--- src/mvm_ram.sv ---
`default_nettype none

module mvm_ram #(
	parameter type word_t = logic [31:0],
	parameter int DEPTH = 16,
	localparam int AW = $clog2(DEPTH)
) (
	input  logic          clk,
	input  logic          rst,
	input  logic          wen,
	input  logic [AW-1:0] waddr,
	input  word_t         wdata,
	input  logic [AW-1:0] raddr,
	output word_t         rdata
);

	word_t mem [DEPTH];
	logic wen_q;
	logic [AW-1:0] waddr_q;
	word_t wdata_q;
	logic [AW-1:0] raddr_q;

	always_ff @(posedge clk) begin
		if (rst) begin
			wen_q <= 1'b0;
		end else begin
			wen_q <= wen;
		end
	end

	// Write lands one clock after the strobe
	always_ff @(posedge clk) begin
		waddr_q <= waddr;
		wdata_q <= wdata;
		raddr_q <= raddr;
		if (wen_q) begin
			mem[waddr_q] <= wdata_q;
		end
	end

	assign rdata = mem[raddr_q];

endmodule

`default_nettype wire

--- config.mk ---
export PLATFORM = sky130hd
export DESIGN_NAME = mvm_ram
export DESIGN_NICKNAME = d
export VERILOG_FILES = /design/src/mvm_ram.sv
export SDC_FILE = /design/constraint.sdc
export NUM_CORES = 1
export LEC_CHECK = 0
export ABC_AREA = 1
export BUFFER_PORTS_ARGS = -buffer_cell sky130_fd_sc_hd__buf_2
export CORE_UTILIZATION = 45
export CTS_CLUSTER_DIAMETER = 50
export CTS_CLUSTER_SIZE = 20
export DETAILED_ROUTE_END_ITERATION = 7
export SYNTH_ARGS = -nofsm -noshare
export SYNTH_HDL_FRONTEND = slang
export SYNTH_SLANG_ARGS = --single-unit
--- constraint.sdc ---
create_clock -name clk -period 2.75 [get_ports clk]
set_input_delay 0.1375 -clock clk [delete_from_list [all_inputs] [get_ports clk]]
set_output_delay 0.1375 -clock clk [all_outputs]
set_load 0.01 [all_outputs]
==> impl_metrics.ini <==
[outcome]
outcome = finished clean

[floorplan]
std_cell_rows = 82
die-area_mm2 = 0.05183
core_mm2 = 0.05017
die_h_um = 227.7
die_w_um = 227.7
initial_core_util_pct = 45.68
num_io_pins = 75

[route]
drc = 0
drt-total-wl_mm = 53.11
vias = 14670
avgRoutedWirePerCell_um = 18.00
drt-initial-drc-count = 1314
viasPerCell = 4.972
drtPass1Iterations = 5
ant_nets = 0

[sta]
finalHoldViolCount = 0
postLayoutSetupSlackWorst_ns = 0.1951
slew-limit-headroom_pct = 41.51
maxSlewViolCount = 0
fin_worst_hold_slack_ns = 0.1619
tightestPinTransition_ns = 0.8761
rsz0062_at_grt = no
clock_skew_ns = 0.02685
setup-tns-final_ns = 0
fin_crit_ns = 2.555
fmax_ghz = 0.3914
fin_crit_sh_pct = 92.91
finalSetupViolations = 0

[power_and_ir_drop]
comb_power_share_pct = 5.3
leakage_uw = 0.01110
seqPwrFrac_pct = 53.6
pwr-share-clk_pct = 41.1
power.internal_uw = 13450
vdd_drop_max_v = 0.0004305
powerDensity_mw_per_mm2 = 673.3
switching_share_pct = 23.69
p_sw_uw = 4174

[clocking]
htree_levels = 2
cts_root_buf = clkbuf_16
cts.sinks = 553
clk_path_buf_depth = 3
numCtsBuffers = 52
worstSkewPairLatency_ns = 0.61
clk_pin_slew_ns = 0.07
post-cts-setup-buffers = 0
cts_tree = built

[yosys]
syn_nets = 2174
netlist_area_mm2 = 0.02292
ys.warnings.count = 0
ys_seq_area_share_pct = 70.67
ys_seq_elements = 553
syn_area_per_cell_um2 = 10.75
synth_cells = 2131
synthDistinctLibCells = 15

[placement]
post-place-ws_ns = 0.7002
dpl.hpwl_mm = 26.63
io_buffers = 74
place_congestion = 0.7594
dpl_cell_area_mm2 = 0.02398

[layout]
design_area_mm2 = 0.02617
layout.nets = 2277
final_util_pct = 52.17
final_common_cell = nand2_1
antenna_cells = 0
drive_gt1_share_pct = 9.833
area_growth_pct = 14.21
mostFrequentLayoutCells = nand2_1 (677), edfxtp_1 (512), inv_1 (387), nand3_1 (385), buf_2 (74)

[grt]
grt_pass1_wl_mm = 80.89
grt_max_degree = 208
overflow = 0
grt_pass1_vias = 14130
antenna_found_initial = 0
grt_usage_pct = 20.86

[worst_hold_path]
hold_end = wdata_q[1]
worstHoldStart = wdata[1]
whs_path_depth = 2
min_path_type = primary input to flop

[worst_setup_path]
cp.arrival_ns = 2.42
cp-start-kind = flop
r2r-start = wen_q
cp_max_fo = 102
r2r-end = mem[15][17]
critical_path_class = flop to primary output
r2r_cells = 3
worstPathRequired_ns = 2.61
rrSetupSlack_ns = 0.89
cp-end-kind = primary output

[run]
drv_cap = 0
synth_stat cells:
cell / number / share of area, %
buf_4: 5 / 0.16
clkbuf_1: 8 / 0.13
nor2_1: 18 / 0.29
inv_1: 389 / 6.4
edfxtp_1: 512 / 67
nand2_1: 677 / 11
buf_8: 1 / 0.066
buf_2: 46 / 1.0
nand3_1: 385 / 8.4
buf_1: 16 / 0.26
dfxtp_1: 41 / 3.6
buf_6: 29 / 1.4
inv_2: 1 / 0.016
nand3b_1: 2 / 0.066
inv_4: 1 / 0.027
what timing repair did:
action                                  CTS  global route
endpoints found under the setup margin    0            20
hold endpoints to repair                 41             0
hold buffers                             42             0
resized for setup                         0             1
power groups by stage:
stage	registers (uW)	logic, uW	clock network, uW
after floorplan	9560	619	0
after global placement	9620	884	0
after detailed placement	9630	892	0
after CTS	9440	941	7390
after global routing	9460	1040	7700
final	9440	938	7250
worst max-delay path by stage:
| stage | endpoint | depth (start not counted) | slack (ns) |
|---|---|---|---|
| after floorplan | mem[10][0] | 2 | 0.44 |
| after global placement | rdata[6] | 8 | 0.73 |
| after detailed placement | rdata[2] | 8 | 0.70 |
| after CTS | rdata[2] | 8 | 0.04 |
| after global routing | rdata[13] | 8 | 0.03 |
| final | rdata[16] | 9 | 0.20 |
final cells by class:
class / count / area (um^2)
tap: 672 / 840.8
multi-input combinational: 1082 / 4671
clock buffer: 61 / 1366
timing repair buffer: 154 / 1239
sequential: 553 / 16210
clock inverter: 37 / 372.9
inverter: 391 / 1475
fill: 4301 / 24000
sequential cells by signal, indices dropped and copies added (netlist names), named ones only:
| name | cells |
|---|---|
| mem | 512 |
| wdata_q | 32 |
| waddr_q | 4 |
| wen_q | 1 |
worst max-delay path, stage by stage, from the launching register on:
cell and delay [ns]:
dfxtp_4 0.39, inv_6 0.25, buf_12 0.45, nand2_1 0.10
nand2_1 0.08, nand2_1 0.05, nand3_1 0.13, nand3_1 0.11
nand2_1 0.10, buf_2 0.13
cell families (layout without fill, tap and decap cells):
| logic type | count (synthesis) | after routing | synth area share [%] |
|---|---|---|---|
| buffers and inverters | 496 | 643 | 9.468 |
| flip-flops | 553 | 553 | 70.67 |
| AND/OR/NAND/NOR | 1082 | 1082 | 19.86 |
metrics by stage:
step | instances | power (uW)
4_1_cts | 2949 | 17770
2_1_floorplan | 2131 | 10180
6_report | 2950 | 17620
3_3_place_gp | 2809 | 10500
3_5_place_dp | 2809 | 10520
5_1_grt | 2950 | 18200
per-layer routing:
layer | up-vias | track usage, % | part of all wire, %
met4 | 0 | 7.361 | 2.7
met2 | 427 | 34.73 | 48
met3 | 98 | 2.815 | 5.3
met5 | - | 0 | 0
li1 | 7084 | - | -
met1 | 7057 | 28.11 | 44
Note: power is estimated with default switching activity, not from simulation.
