**config.mk**
```make
export PLATFORM = sky130hd
export DESIGN_NAME = mvm_sequencer
export DESIGN_NICKNAME = d
export VERILOG_FILES = /design/src/mvm_data_pkg.sv /design/src/mvm_isa_pkg.sv /design/src/mvm_sequencer.sv
export VERILOG_INCLUDE_DIRS = /design/src
export SDC_FILE = /design/constraint.sdc
export NUM_CORES = 1
export LEC_CHECK = 0
export BUFFER_PORTS_ARGS = -buffer_cell sky130_fd_sc_hd__buf_2
export CORE_AREA = 2 2 215 217
export DETAILED_ROUTE_END_ITERATION = 16
export DIE_AREA = 0 0 217 219
export PLACE_DENSITY = 0.48
export SYNTH_ARGS = -nofsm -noshare
export SYNTH_HDL_FRONTEND = slang
export SYNTH_SLANG_ARGS = --single-unit
```
**constraint.sdc**
```tcl
create_clock -name clk -period 6 [get_ports clk]
set_clock_uncertainty 0.1 [all_clocks]
set_input_delay 0.6 -clock clk [delete_from_list [all_inputs] [get_ports clk]]
set_output_delay 0.6 -clock clk [all_outputs]
set_load 0.01 [all_outputs]
```
**src/mvm_params.svh**
```systemverilog
`ifndef MVM_PARAMS_SVH
`define MVM_PARAMS_SVH

// Datapath shape
`define MVM_LANES 4
`define MVM_LANE_W 32

// Storage depths
`define MVM_RF_DEPTH 16
`define MVM_INST_DEPTH 16
`define MVM_FIFO_DEPTH 16

// Engine latency from issue to result, in cycles
`define MVM_DPE_DELAY 4

// Output FIFO entries held back for results still in the engines
`define MVM_OUT_SLACK 8

// Rx sideband widths
`define MVM_META_W 8
`define MVM_USER_W 32

`endif

```
**src/mvm_data_pkg.sv**
```systemverilog
`default_nettype none

`include "mvm_params.svh"

package mvm_data_pkg;

	// One lane word and a full vector of lanes, lane 0 in the low bits
	typedef logic [`MVM_LANE_W-1:0] lane_t;
	typedef lane_t [`MVM_LANES-1:0] vec_t;

	// Shared by the register files and the accumulate memory
	typedef logic [$clog2(`MVM_RF_DEPTH)-1:0] rf_addr_t;

endpackage

`default_nettype wire

```
**src/mvm_isa_pkg.sv**
```systemverilog
`default_nettype none

`include "mvm_params.svh"

package mvm_isa_pkg;

	typedef logic [$clog2(`MVM_INST_DEPTH)-1:0] inst_addr_t;

	// rf_raddr doubles as the target of a jump
	typedef struct packed {
		mvm_data_pkg::rf_addr_t rf_raddr;
		mvm_data_pkg::rf_addr_t accum_raddr;
		logic last;
		logic release_en;
		logic accum_en;
		logic reduce;
		logic jump;
		logic en;
	} inst_t;

	// Destination of an rx beat, carried in the low bits of rx_tid
	typedef enum logic [1:0] {
		SID_INST   = 2'd0,
		SID_REDUCE = 2'd1,
		SID_INPUT  = 2'd2,
		SID_RF     = 2'd3
	} stream_id_t;

endpackage

`default_nettype wire

```
**src/mvm_sequencer.sv**
```systemverilog
`default_nettype none

module mvm_sequencer (
	input  logic                    clk,
	input  logic                    rst,
	input  mvm_isa_pkg::inst_t      inst,
	input  logic                    input_empty,
	input  logic                    reduce_empty,
	input  logic                    out_almost_full,
	input  mvm_data_pkg::vec_t      input_vec,
	input  mvm_data_pkg::vec_t      reduce_vec,
	output mvm_isa_pkg::inst_addr_t inst_raddr,
	output logic                    input_pop,
	output logic                    reduce_pop,
	output mvm_data_pkg::rf_addr_t  rf_raddr,
	output mvm_data_pkg::rf_addr_t  accum_raddr,
	output logic                    issue_valid,
	output logic                    issue_release,
	output logic                    issue_accum,
	output logic                    issue_reduce,
	output mvm_data_pkg::rf_addr_t  issue_accum_addr,
	output mvm_data_pkg::vec_t      operand_vec,
	output mvm_data_pkg::vec_t      reduce_operand
);

	mvm_isa_pkg::inst_addr_t pc;
	mvm_isa_pkg::inst_addr_t next_pc;
	logic issue;

	always_comb begin
		next_pc = pc;
		issue = 1'b0;
		if (inst.en) begin
			if (inst.jump) begin
				next_pc = mvm_isa_pkg::inst_addr_t'(inst.rf_raddr);
			end else if (!input_empty && (!inst.reduce || !reduce_empty) && !out_almost_full) begin
				issue = 1'b1;
				next_pc = pc + 1'b1;
			end
		end
	end

	// The memory registers next_pc, so inst always holds the word at pc
	assign inst_raddr = next_pc;
	assign rf_raddr = inst.rf_raddr;
	assign accum_raddr = inst.accum_raddr;
	assign input_pop = issue && inst.last;
	assign reduce_pop = issue && inst.reduce;

	always_ff @(posedge clk) begin
		if (rst) begin
			pc <= '0;
			issue_valid <= 1'b0;
		end else begin
			pc <= next_pc;
			issue_valid <= issue;
		end
	end

	always_ff @(posedge clk) begin
		if (issue) begin
			issue_release <= inst.release_en;
			issue_accum <= inst.accum_en;
			issue_reduce <= inst.reduce;
			issue_accum_addr <= inst.accum_raddr;
			operand_vec <= input_vec;
			reduce_operand <= reduce_vec;
		end
	end

	// An input vector stays at the head until an instruction with last pops it
	input_held_until_last: assert property (@(posedge clk) disable iff (rst)
		!input_empty && !input_pop |=> !input_empty);

endmodule

`default_nettype wire

```
==> impl_results.md <==
- Placement row count: 78
- Pre-CTS setup slack: 3.37 ns
- FF-to-FF setup slack: 4.69 ns
- CP Max Fanout: 11
- WL final: 25,700 µm
- Hold Path Class: input pin to register
- Pin count of the biggest net entering global routing: 137
- IO Count: 553
- Switch share: 0.202
- Share of layout cells above drive strength 1: 0.655
- Global Route Usage Sum: 0.0994
- Crit Reg-Reg Startpoint: pc[0]
- Nets: 1,164
- DR iter-0 viols: 271
- First-pass GRT wire length: 34,700 µm
- First-pass DRT Iterations: 4
- Synth Area in XOR/XNOR: 0
- Routed WL per cell: 17.0 µm
- Setup crit end kind: primary output
- Design area: 12,800 µm²
- P_int: 0.00333 W
- Worst path max stage delay: 0.40 ns
- RSZ-0062 raised after global routing: false
- Setup-failing EPs final: 0
- Skew-Pair Late Insertion Delay: 0.56 ns
- Simple-gate share of the synthesized area: 0.0117
- Vias in the first global route: 5,418
- CTS hold repair buffers: 0
- Cell Chain, Critical Path: buf_2 -> a211oi_2 -> and3_4 -> and2_1 -> buf_2
- Fin crit share: 0.420
- GP Congestion: 0.788
- Combinational share of power: 0.050
- FMAX: 397 MHz
- Max-cap violations: 0
- Root Buffer: clkbuf_16
- Worst r2r path cells: 4
- Compound-gate portion of the synthesized area: 0.0129
- P&R area growth vs syn: 53.8%
- Most frequent CP cell: buf_2
- Pwr per Cell Area: 327 nW/µm²
- Fill cells: 4,628
- Post-synth net total: 588
- Startpoint Class: input pin
- Net Switching: 0.000844 W
- Count of buffers from port buffering: 552
- Maximum VDD drop: 0.214 mV
- DR DRC count: 0
- CP top delay family: simple AND/OR/NAND/NOR gates
- Synth unique cells: 26
- Core area: 45,100 µm²
- Die width: 217 µm
- Clock network power share: 0.441
- Buffers and inverters on the worst path: 2
- WS Path Type: input pin to primary output
- Initial antenna violation count: 6
- Die area: 47,500 µm²
- Htree depth: 1
- Synthesized flop and latch total: 268
- Largest family of logic cells by synthesized area: compound AO/OA/AOI/OAI gates
- Number of buffers created by CTS: 30
- Mean Syn Cell Area: 26.6 µm²
- Final ANT Viol Nets: 0
- Arrival time at the worst endpoint: 1.82 ns
- CP required: 5.30 ns
- Post-synthesis mux area share: 0.00120
- Final Hold Fails: 0
- Tightest Pin Transition: 0.839 ns
- Placed Instances: 1,456
- Register area share after synthesis: 0.963
- Non-Filler Instances: 1,513
- Synth Area in Adders: 0.00151
- Setup WS post-layout: 3.48 ns
- Setup TNS: 0 ns
- CTS sink count: 268
- Seq pwr share: 0.509
- Synthesized area: 8310 µm²
- Worst-path clk slew: 0.06 ns
- Drt via density: 3.50
- Vias post-DR: 5,292
- Slowest cell on crit path: and3_4
- Postcts setup bufs: 0
- Starting density of the core: 0.184
- Min Clock Period, post-route: 2.52 ns
- Outcome: complete, no violations
- CTS tree: done
- Post-DP Area: 11,800 µm²
- Worst setup startpoint: reduce_empty
- Leakage Power: 5.15 nW
- Cell count after synthesis: 312
- Die Height: 219 µm
- Hold depth: 1
- Ys Warns: 0
- Hold path start: input_vec[94]
- Commonest non-fill, non-tap cells in the layout: 552 x buf_2, 263 x edfxtp_1, 31 x clkbuf_16
- # resized after CTS: 0
- R2r endpoint: pc[2]
- Detailed Place HPWL: 19,600 µm
- WHS Endpoint: operand_vec[94]
- Worst rel slew slack: 0.440
- Grt ovf: 0
- Clk buf depth: 3
- Final Power: 0.00418 W
- Most common cell after layout, fill and taps aside: buf_2
- Final slew viol count: 0
worst register-to-register path: cells and delay by family (launching register included):
kind	cells	cell delay [ns]
adder cells (fa/ha/maj)	1	0.18
AND/OR/NAND/NOR	3	0.50
flip-flops	1	0.41
routing by layer:
layer | wire length (µm) | vias up | GRT usage
li1 | - | 2416 | -
met1 | 9780 | 2530 | 0.116
met2 | 12700 | 293 | 0.168
met3 | 2570 | 45 | 0.0409
met4 | 605 | 8 | 0.0276
met5 | 40 | - | 0
state kept, by name (all words and copies together), names as in the netlist:
signal,flops
issue_accum_addr,4
pc,4
issue_reduce,1
reduce_operand,128
issue_valid,1
operand_vec,128
issue_release,1
issue_accum,1
synth_stat cells:
cell | n | area (µm²)
a2111oi_4 | 1 | 27.5
a211o_1 | 1 | 8.76
a211oi_1 | 2 | 15.0
a211oi_2 | 1 | 12.5
a21oi_1 | 2 | 10.0
and2_1 | 2 | 12.5
and3_1 | 1 | 6.26
buf_2 | 1 | 5.00
buf_4 | 8 | 60.1
buf_6 | 1 | 11.3
dfxtp_1 | 5 | 100
edfxtp_1 | 263 | 7900
ha_1 | 1 | 12.5
inv_1 | 1 | 3.75
inv_2 | 1 | 3.75
mux2i_1 | 1 | 10.0
nand2_1 | 3 | 11.3
nand3_1 | 1 | 5.00
nand3b_1 | 1 | 7.51
nor2_1 | 2 | 7.51
nor2b_1 | 1 | 6.26
nor3_1 | 4 | 20.0
nor4_1 | 2 | 12.5
nor4b_1 | 1 | 8.76
o21a_1 | 2 | 15.0
o22ai_1 | 3 | 18.8
power by group through the flow:
stage | logic [W] | clock network, W | registers, W
2_1_floorplan | 0.0000310 | 0 | 0.00219
3_3_place_gp | 0.000211 | 0 | 0.00216
3_5_place_dp | 0.000215 | 0 | 0.00216
4_1_cts | 0.000215 | 0.00192 | 0.00213
5_1_grt | 0.000229 | 0.00198 | 0.00213
6_report | 0.000210 | 0.00184 | 0.00213
worst max-delay path by stage:
stage	end	slack, ns	depth (start not counted)
6_report	input_pop	3.48	5
2_1_floorplan	inst_raddr[1]	2.61	4
3_5_place_dp	reduce_operand[31]	3.37	4
4_1_cts	input_pop	3.42	5
3_3_place_gp	operand_vec[59]	3.39	4
5_1_grt	inst_raddr[2]	3.36	5
cell families (layout without fill, tap and decap cells):
family | after synthesis | in the layout
AOI/OAI and AO/OA | 12 | 12
DFF | 268 | 268
and+or+nand+nor | 18 | 18
other | 0 | 2
adders and majority gates | 1 | 1
muxes | 1 | 1
buffers and inverters | 12 | 611
metrics by stage:
step,utilization,hold slack [ns]
final,0.283,0.106
after CTS,0.283,0.0626
after detailed placement,0.262,0.529
after global routing,0.283,0.0666
after floorplan,-,0.474
after global placement,0.262,0.533
area by class of cell:
class,instances,area (µm²),share of cell area
repair buffers,554,2800,0.219
clock inverters,12,164,0.0128
well taps,600,751,0.0587
inverters,2,7.51,0.000587
diodes,2,5.00,0.000392
clock buffers,43,821,0.0642
multi-input cells,32,233,0.0182
flip-flops and latches,268,8000,0.626
No activity file was read; power rests on OpenSTA's default activity.
