## src/mvm_fifo.sv

```systemverilog
`default_nettype none

module mvm_fifo #(
	parameter type payload_t = logic [31:0],
	parameter int DEPTH = 16,
	parameter int SLACK = 1
) (
	input  logic     clk,
	input  logic     rst,
	input  logic     push,
	input  payload_t idata,
	input  logic     pop,
	output payload_t odata,
	output logic     empty,
	output logic     full,
	output logic     almost_full
);

	localparam int PTR_W = $clog2(DEPTH);
	localparam int CNT_W = $clog2(DEPTH + 1);

	payload_t mem [DEPTH];
	logic [PTR_W-1:0] head;
	logic [PTR_W-1:0] tail;
	logic [CNT_W-1:0] count;
	logic do_push;
	logic do_pop;

	assign do_push = push && !full;
	assign do_pop = pop && !empty;

	always_ff @(posedge clk) begin
		if (do_push) begin
			mem[tail] <= idata;
		end
	end

	always_ff @(posedge clk) begin
		if (rst) begin
			head <= '0;
			tail <= '0;
			count <= '0;
		end else begin
			if (do_push) begin
				tail <= (tail == PTR_W'(DEPTH - 1)) ? '0 : tail + 1'b1;
			end
			if (do_pop) begin
				head <= (head == PTR_W'(DEPTH - 1)) ? '0 : head + 1'b1;
			end
			if (do_push && !do_pop) begin
				count <= count + 1'b1;
			end else if (do_pop && !do_push) begin
				count <= count - 1'b1;
			end
		end
	end

	assign odata = mem[head];
	assign empty = (count == '0);
	assign full = (count == CNT_W'(DEPTH));
	assign almost_full = (DEPTH - int'(count)) < SLACK;

	// Producers and consumers are expected to honour the flags
	no_push_when_full: assert property (@(posedge clk) disable iff (rst) full |-> !push);
	no_pop_when_empty: assert property (@(posedge clk) disable iff (rst) empty |-> !pop);

endmodule

`default_nettype wire

```

## config.mk

```make
export PLATFORM = sky130hd
export DESIGN_NAME = mvm_fifo
export DESIGN_NICKNAME = d
export VERILOG_FILES = /design/src/mvm_fifo.sv
export SDC_FILE = /design/constraint.sdc
export NUM_CORES = 1
export LEC_CHECK = 0
export BUFFER_PORTS_ARGS = -buffer_cell sky130_fd_sc_hd__buf_2
export CAP_MARGIN = 20
export CORE_MARGIN = 2
export CORE_UTILIZATION = 65
export DETAILED_ROUTE_END_ITERATION = 8
export MAX_ROUTING_LAYER = met4
export PLACE_DENSITY_LB_ADDON = 0.1
export SYNTH_ARGS = -nofsm -noshare
export SYNTH_HDL_FRONTEND = slang
export SYNTH_SLANG_ARGS = --single-unit
```

## constraint.sdc

```tcl
create_clock -name clk -period 6.04 [get_ports clk]
set_input_delay 0.302 -clock clk [delete_from_list [all_inputs] [get_ports clk]]
set_output_delay 0.302 -clock clk [all_outputs]
set_load 0.01 [all_outputs]
```

==> results_dict.tcl, run 1 <==
set metrics [dict create \
    cts_tree "done" \
    reg2reg_depth 11 \
    routedWlPerCell_um 28.80 \
    hold_ws_ns 0.1121 \
    max_freq_mhz 274.3 \
    critical_path.n_buffers_inverters 2 \
    rr_endpoint "count[4]$_SDFFE_PP0P_" \
    critPathKind "reg -> out" \
    seqPwrFrac 0.505 \
    fin_tns_setup_ns 0 \
    ctsHoldBuffers 0 \
    drt_wl_total_mm 41.30 \
    grt_pass1_vias 9801 \
    synth_top_area_cell "edfxtp_1" \
    grt_setup_unrepaired "no" \
    yosys_warnings 0 \
    yosysTopAreaCellShare 0.7665 \
    num_vias 9657 \
    hold_viol 0 \
    r2r_start "count[0]$_SDFFE_PP0P_" \
    post-route-util 0.7349 \
    crit_family "flip-flops" \
    gp_congestion 0.7900 \
    crit_required_ns 5.74 \
    first_iter_violations 1190 \
    overflow 0 \
    grt_max_degree 81 \
    clkPwrFrac 0.338 \
    hold_end "count[2]$_SDFFE_PP0P_" \
    total_power_mw 8.465 \
    htree_num_levels 2 \
    syn_avg_cell_area_um2 22.24 \
    clock_sinks 529 \
    cp_slowest_cell "dfxtp_4" \
    vdd_ir_drop_max_v 0.0003435 \
    clock_latency_ns 0.55 \
    endpoint_kind "output pin" \
    comb_power_share 0.156 \
    initial_core_util 0.6574 \
    min-delay-start "rst" \
    std_cell_rows 64 \
    startpoint_type "flop" \
    maxSlewViolCount 0 \
    p_switching_mw 2.033 \
    slew_headroom 0.3368 \
    p_int_mw 6.432 \
    area_delta_synth_final_pct 11.78 \
    drv_cap 0 \
    setup_viol 0 \
    yosysSeqAreaShare 0.7835 \
    place_hpwl_mm 20.70 \
    nets 1047 \
    power_density_nw_per_um2 377.5 \
    cts.path.max_buffers 3 \
    numCtsBuffers 50 \
    swShare 0.2401 \
    ant_nets 0 \
    io_pins 71 \
    dieWidth_um 179.7 \
    power_leakage_nw 7.164 \
    synth_flop_cell "edfxtp_1" \
    finalClockSkew_ns 0.01168 \
    core_area_um2 30510 \
    cpPeakStageDelay_ns 0.99 \
    clkTransAtPathRegs_ns 0.06 \
    synth_edf_count 512 \
    post-route-period-util 0.6036 \
    layout-drive-gt1-share 0.2932 \
    ys_ff_latch 529 \
    hold_path.class "in -> reg" \
    io_buffers 70 \
    grt_pass1_wl_mm 61.75 \
    worst_pin_slew_ns 0.9947 \
    die_area_um2 32280 \
    antenna_found_initial 1 \
    path_cells "buf_12 > mux4_2 > a22oi_1 > nand2_1 > buf_2" \
    netlist_top_cells_area "edfxtp_1 (77%), mux4_2 (14%), a22oi_1 (2.4%)" \
    drc_errors 0 \
    period_minus_slack_ns 3.646 \
    r2r_slack_ns 2.50 \
    synthCells 902 \
    drt_first_pass_iters 5 \
    crit_arrival_ns 3.34 \
    vias_per_cell 6.734 \
    cts.repair.resized 0 \
    worstHoldPathCells 2 \
    status "completed" \
    synth.most_common_cell "edfxtp_1" \
    synth_cell_types 32 \
    path_max_fanout 80 \
    syn_area_um2 20060 \
    postCtsSetupBuffers 0 \
    synth_commonest_cells "edfxtp_1 (512), mux4_2 (128), a22oi_1 (64)" \
    chipHeight_um 179.7 \
    synth_fp_nets 950 \
    gr-usage-all-layers 0.2699 \
    async_flop_share 0 \
    cts_root_buffer "clkbuf_16" \
    fill_cells 1690 \
]
-- registers in the layout, indices dropped and copies added (netlist names), named ones only --
name	cells
count	5
head	4
tail	4
mem	512
-- worst max-delay path by stage --
stage | end | cells past startpoint | slack [ns] | startpoint
finish | odata[18] | 5 | 2.39 | flop
global route | odata[18] | 5 | 2.05 | flop
CTS | odata[18] | 5 | 2.28 | flop
detailed placement | count[4]$_SDFFE_PP0P_ | 11 | 2.52 | count[0]$_SDFFE_PP0P_
global placement | odata[29] | 5 | 2.93 | flop
floorplan | mem[15][0]$_DFFE_PP_ | 5 | 2.25 | count[0]$_SDFFE_PP0P_
-- worst register-to-register path: cells and delay by family, from the launching register on --
family	cells	cell delay, ns
simple gates	2	0.95
fa+ha+maj	3	0.84
compound gates	3	0.58
mux	1	0.37
flops	1	0.36
buf+inv	2	0.32
-- power by group through the flow --
stage | clock [mW] | sequential (mW) | combinational (mW)
detailed placement | 0 | 4.36 | 1.32
floorplan | 0 | 4.24 | 1.06
global placement | 0 | 4.34 | 1.26
CTS | 2.91 | 4.28 | 1.33
finish | 2.87 | 4.28 | 1.32
global route | 3.05 | 4.30 | 1.43
-- per-layer routing --
metal	routed length [um]	global-route usage	vias up
met5	0	-	-
met4	932	0.06732	0
met3	3499	0.03809	73
met2	20180	0.4101	491
met1	16680	0.4012	5094
li1	-	-	3999
-- final cells by class --
cell class	count	area [um2]	area share
antenna	1	2.502	0.0001116
clock buffer	63	1321	0.05893
clock inverter	27	173.9	0.007757
inverter	7	26.28	0.001172
multi-input combinational	318	4144	0.1848
sequential	529	15720	0.7012
tap	396	495.5	0.02210
timing repair buffer	93	535.5	0.02388
-- kinds of logic after synthesis --
| kind of cell | synth area share |
|---|---|
| multiplexers | 0.1453 |
| adder cells (fa/ha/maj) | 0.007860 |
| flip-flops | 0.7835 |
| AO/OA/AOI/OAI | 0.02863 |
| XOR/XNOR | 0.001747 |
| AND/OR/NAND/NOR | 0.02058 |
| buffers and inverters | 0.01241 |
-- cells in the final DEF, fill, tap and decap left out, drive strengths merged, types with 11 or more instances in the layout --
master  instances
a22oi          64
buf            93
clkbuf         63
clkinv         22
dfxtp          17
edfxtp        512
ha             11
mux4          128
nand2          40
nor2           21
-- metrics by stage --
step	area (um2)	setup WS (ns)	instances
after global placement	20920	2.931	1343
after detailed placement	20920	2.519	1343
after CTS	22420	2.283	1433
after global routing	22420	2.052	1434
final	22420	2.394	1434
after floorplan	20060	2.252	902
(Power assumes the default switching activity.)
==> inputs of run 2 (changes only) <==
ABC_AREA = 1   (was default)
CORE_UTILIZATION = 56   (was 65)
clock period = 3.15 ns   (was 6.04 ns; I/O delays follow)
==> results_dict.tcl, run 2 <==
set metrics [dict create \
    status "completed" \
    path_max_fanout 76 \
    endpoint_kind "output pin" \
    ant_nets 0 \
    fin_tns_setup_ns 0 \
    min-delay-start "idata[3]" \
    first_iter_violations 1434 \
    dieWidth_um 201.0 \
    worst_slack_ns 0.3210 \
    drv_cap 0 \
    final_area_um2 24930 \
    total_power_mw 18.93 \
    nets 2050 \
    grt_pass1_vias 13697 \
    p_switching_mw 5.811 \
    finalClockSkew_ns 0.01428 \
    dp_slack_ns 0.4989 \
    chipHeight_um 201.0 \
    netlist_top_cells_area "edfxtp_1 (71%), nand2_1 (9.5%), nand3_1 (5.3%)" \
    core_area_um2 38470 \
    clock_sinks 529 \
    startpoint_type "flop" \
    drt_first_pass_iters 5 \
    top_regs "mem: 512 flops, count: 5 flops" \
    ctsHoldBuffers 31 \
    worst_pin_slew_ns 0.9538 \
    drc_errors 0 \
    yosysSeqAreaShare 0.7229 \
    routedWlPerCell_um 20.64 \
    grt_setup_unrepaired "no" \
    period_minus_slack_ns 2.829 \
    crit_arrival_ns 2.67 \
    syn_area_um2 21740 \
    layout-drive-gt1-share 0.1041 \
    cts_root_buffer "clkbuf_16" \
    comb_power_share 0.239 \
    crit_required_ns 2.99 \
    synth_edf_count 512 \
    placed_area_um2 22830 \
    layout_commonest_cell "nand2_1" \
    path_cells "buf_4 > nor2_1 > nor2_1 > o21ai_0 > nand3_1 > nand3_1 > nand2_1 > buf_2" \
    clock_latency_ns 0.59 \
    rr_endpoint "mem[9][20]$_DFFE_PP_" \
    vias_per_cell 5.541 \
    top_register "mem" \
    grt_pass1_wl_mm 81.42 \
    power_density_nw_per_um2 759.5 \
    hold_path.class "in -> reg" \
    cts.repair.resized 0 \
    drt_wl_total_mm 52.98 \
    p_int_mw 13.12 \
    r2r_start "count[0]$_SDFFE_PP0P_" \
    synth_flop_cell "edfxtp_1" \
    synth_cell_types 24 \
    mostFrequentLayoutCells "nand2_1 (551), edfxtp_1 (512), nand3_1 (229), nor2_1 (187), inv_1 (126)" \
    syn_avg_cell_area_um2 11.38 \
    antenna_found_initial 2 \
    async_flop_share 0 \
    crit_end "odata[9]" \
    synth_commonest_cells "nand2_1 (551), edfxtp_1 (512), nand3_1 (229)" \
    overflow 0 \
    r2r_slack_ns 0.49 \
    yosysTopAreaCellShare 0.7072 \
    area_delta_synth_final_pct 14.67 \
    numCtsBuffers 53 \
    synth_top_area_cell "edfxtp_1" \
    io_buffers 70 \
    maxSlewViolCount 0 \
    std_cell_rows 72 \
    place_hpwl_mm 29.80 \
    vdd_ir_drop_max_v 0.0005136 \
    clkPwrFrac 0.337 \
    hold_viol 0 \
    gp_congestion 0.8567 \
    critPathKind "reg -> out" \
    reg2reg_depth 8 \
    ys_ff_latch 529 \
    grt_max_degree 113 \
    cts_tree "done" \
    post-route-period-util 0.8981 \
    clkTransAtPathRegs_ns 0.06 \
    io_pins 71 \
    htree_num_levels 2 \
    slew_headroom 0.3641 \
    synthCells 1910 \
    synth_fp_nets 1958 \
    swShare 0.3069 \
    die_area_um2 40410 \
    cts.path.max_buffers 3 \
    num_vias 14224 \
    gr-usage-all-layers 0.2734 \
    cpPeakStageDelay_ns 0.65 \
    fill_cells 2997 \
    setup_viol 0 \
    postCtsSetupBuffers 0 \
    yosys_warnings 0 \
    seqPwrFrac 0.424 \
    initial_core_util 0.5652 \
    hold_ws_ns 0.03502 \
    synth.most_common_cell "nand2_1" \
    power_leakage_nw 9.499 \
    max_freq_mhz 353.5 \
    largest_register_ffs 512 \
    cp_slowest_cell "buf_4" \
]
[run 2: changes by cell type in the layout (fill, tap and decap cells not counted), moves of 15 or more]
cell	change
o21ai_0	+92
nand3_1	+227
inv_1	+119
dlygate4sd3_1	+32
mux4_2	-128
a22oi_1	-64
o211ai_1	+41
nand2_1	+511
nor2_4	+15
nor2_1	+167
[run 2: stage by stage]
| stage | cells | utilization |
|---|---|---|
| after floorplan | 1910 | - |
| after detailed placement | 2433 | 0.5936 |
| after global placement | 2433 | 0.5936 |
| final | 2567 | 0.6481 |
| after CTS | 2564 | 0.6477 |
| after global routing | 2567 | 0.6481 |
[run 2: power groups by stage]
stage	clock network (mW)	registers [mW]	logic, mW
after CTS	6.46	8.03	4.53
after detailed placement	0	8.18	4.47
final	6.38	8.03	4.52
after floorplan	0	8.15	3.03
after global placement	0	8.17	4.42
after global routing	6.73	8.05	5.04
[run 2: worst min path at each step]
stage / endpoint / slack [ns] / cells after the start
4_1_cts: mem[0][4]$_DFFE_PP_ / 0.0002 / 1
6_report: mem[7][3]$_DFFE_PP_ / 0.04 / 1
3_5_place_dp: tail[2]$_SDFFE_PP0P_ / 0.46 / 2
2_1_floorplan: count[4]$_SDFFE_PP0P_ / 0.23 / 1
5_1_grt: mem[5][9]$_DFFE_PP_ / 0.01 / 1
3_3_place_gp: count[4]$_SDFFE_PP0P_ / 0.46 / 2
[run 2: routing by layer]
layer  wire length, um  track usage
met5                 0            -
met2             24140       0.4004
met1             23230       0.3937
met3              4414      0.05552
met4              1195      0.07460
[run 2: worst max-delay path, delay by kind of cell, from the launching register on]
family	cells	cell delay, ns
AO/OA/AOI/OAI	1	0.22
buffers and inverters	2	0.79
flip-flops	1	0.41
AND/OR/NAND/NOR	5	0.63
[run 2: cell families (layout without fill, tap and decap cells)]
| logic type | after synthesis | after routing | synth area share |
|---|---|---|---|
| XOR/XNOR | 3 | 3 | 0.001209 |
| buffers and inverters | 234 | 371 | 0.04645 |
| AO/OA/AOI/OAI | 143 | 143 | 0.03764 |
| adder cells (fa/ha/maj) | 12 | 12 | 0.007252 |
| flip-flops | 529 | 529 | 0.7229 |
| AND/OR/NAND/NOR | 989 | 989 | 0.1846 |
| other | 0 | 2 | 0 |
[run 2: area by class of cell]
class                   count  area [um2]  share of cell area
clock inverters            31       300.3             0.01205
diodes                      2       5.005           0.0002008
inverters                 130       498.0             0.01998
repair buffers            141        1151             0.04618
clock buffers              69        1469             0.05892
flip-flops and latches    529       15720              0.6307
well taps                 518       648.1             0.02600
multi-input cells        1147        5135              0.2060
==> inputs of run 3 (changes only) <==
REMOVE_ABC_BUFFERS = 1   (was default)
==> results_dict.tcl, run 3 (same netlist as run 2, synthesis figures left out) <==
set metrics [dict create \
    status "completed" \
    startpoint_type "flop" \
    power_density_nw_per_um2 739.2 \
    path_max_fanout 58 \
    grt_setup_unrepaired "no" \
    layoutNonFillerInstCount 2571 \
    nets 2056 \
    crit_arrival_ns 2.58 \
    cp_slowest_cell "buf_4" \
    critPathKind "reg -> out" \
    postCtsSetupBuffers 0 \
    placed_cells 2437 \
    p_int_mw 12.78 \
    hold_viol 0 \
    swShare 0.3038 \
    drt-met1-wl_mm 21.50 \
    mostFrequentLayoutCells "nand2_1 (551), edfxtp_1 (512), nand3_1 (229), nor2_1 (187), inv_1 (126)" \
    grt_pass1_vias 13945 \
    grt_pass1_wl_mm 78.09 \
    wl_met2_mm 23.47 \
    drc_errors 0 \
    ant_nets 0 \
    die_area_um2 40410 \
    clkPwrFrac 0.326 \
    power_leakage_nw 9.462 \
    io_pins 71 \
    gp_congestion 0.7663 \
    area_delta_synth_final_pct 14.24 \
    crit_required_ns 2.99 \
    slew_headroom 0.5306 \
    cts_tree "done" \
    numCtsBuffers 53 \
    wl_met3_mm 3.114 \
    htree_num_levels 2 \
    chipHeight_um 201.0 \
    drt_wl_total_mm 49.56 \
    finalClockSkew_ns 0.01232 \
    antenna_found_initial 1 \
    setup_viol 0 \
    vdd_ir_drop_max_v 0.0005527 \
    dieWidth_um 201.0 \
    period_minus_slack_ns 2.740 \
    core_area_um2 38470 \
    routed.top_layer "met4" \
    num_vias 14027 \
    drt_first_pass_iters 8 \
    layout_commonest_cell "nand2_1" \
    seqPwrFrac 0.437 \
    path_cells "buf_12 > buf_4 > nor2_1 > nor2_1 > o21ai_0 > nand3_1 > nand3_1 > nand2_1 > buf_2" \
    gr-usage-all-layers 0.2588 \
    reg2reg_depth 15 \
    top_regs "mem: 512 flops, count: 5 flops" \
    hold_path.class "in -> reg" \
    post-route-period-util 0.8699 \
    first_iter_violations 1359 \
    io_buffers 70 \
    cts.path.max_buffers 3 \
    vias_per_cell 5.456 \
    cpPeakStageDelay_ns 0.44 \
    overflow 0 \
    place_hpwl_mm 27.04 \
    clock_sinks 529 \
    largest_register_ffs 512 \
    top_register "mem" \
    comb_power_share 0.237 \
    max_freq_mhz 365.0 \
    drv_cap 0 \
    worstHoldPathCells 1 \
    grt_max_degree 89 \
    clkTransAtPathRegs_ns 0.06 \
    std_cell_rows 72 \
    endpoint_kind "output pin" \
    worst_pin_slew_ns 0.7042 \
    routedWlPerCell_um 19.27 \
    cts_root_buffer "clkbuf_16" \
    layout-drive-gt1-share 0.1028 \
    initial_core_util 0.5652 \
    maxSlewViolCount 0 \
    total_power_mw 18.36 \
    clock_latency_ns 0.59 \
    p_switching_mw 5.577 \
    fin_tns_setup_ns 0 \
]
run 3: cell count changes in the layout (fill, tap and decap cells not counted), sizes merged:
| cell | previous run | this run |
|---|---|---|
| buf | 109 | 113 |
| clkinv | 23 | 30 |
| clkbuf | 69 | 66 |
| inv | 132 | 130 |
| dlygate4sd3 | 32 | 34 |
| diode | 2 | 1 |
| bufinv | 6 | 3 |
run 3: layout make-up:
cell class                 count  area [um2]
sequential                   529       15720
fill                        2959       13630
multi-input combinational   1147        5135
clock buffer                  66        1418
timing repair buffer         147        1189
tap                          518       648.1
inverter                     130       498.0
clock inverter                33       224.0
antenna                        1       2.502
run 3: power groups by stage:
stage	combinational (mW)	sequential, mW	clock [mW]
floorplan	2.73	8.44	0
global placement	4.29	8.17	0
detailed placement	4.33	8.17	0
CTS	4.39	8.02	6.07
global route	4.93	8.04	6.37
finish	4.36	8.02	5.98
run 3: worst paths after layout:
kind                                            start               endpoint  slack (ns)
worst max register to register  count[0]$_SDFFE_PP0P_  count[4]$_SDFFE_PP0P_        0.57
worst max-delay path                             flop              odata[27]        0.41
worst min register to register   head[2]$_SDFFE_PP0P_                   flop        0.49
worst min-delay path                        idata[27]   mem[9][27]$_DFFE_PP_        0.02
run 3: timing repair:
action                                 CTS  global route
resized for setup                        0             0
hold buffers                            34             0
endpoints found under the hold margin  505             0
run 3: worst max-delay path: cells and delay by family (launching register included):
kind	cells	cell delay, ns
AOI/OAI and AO/OA	1	0.08
buffers and inverters	3	0.82
and+or+nand+nor	5	0.62
DFF	1	0.38
run 3: stage by stage:
| stage | hold slack [ns] | setup WS [ns] | cell area [um2] | utilization |
|---|---|---|---|---|
| after global placement | 0.4649 | 0.6005 | 22850 | 0.5941 |
| final | 0.01720 | 0.4099 | 24840 | 0.6457 |
| after CTS | 0.003235 | 0.4125 | 24830 | 0.6456 |
| after detailed placement | 0.4698 | 0.5437 | 22850 | 0.5941 |
| after floorplan | 0.2266 | -5.270 | 21220 | - |
| after global routing | 0.01257 | 0.2344 | 24840 | 0.6457 |
run 3: per-layer routing:
metal  vias to the layer above  track usage
met2                       481       0.4053
li1                       6714            -
met1                      6737       0.3530
met5                         -            -
met3                        95      0.03101
met4                         0      0.09524
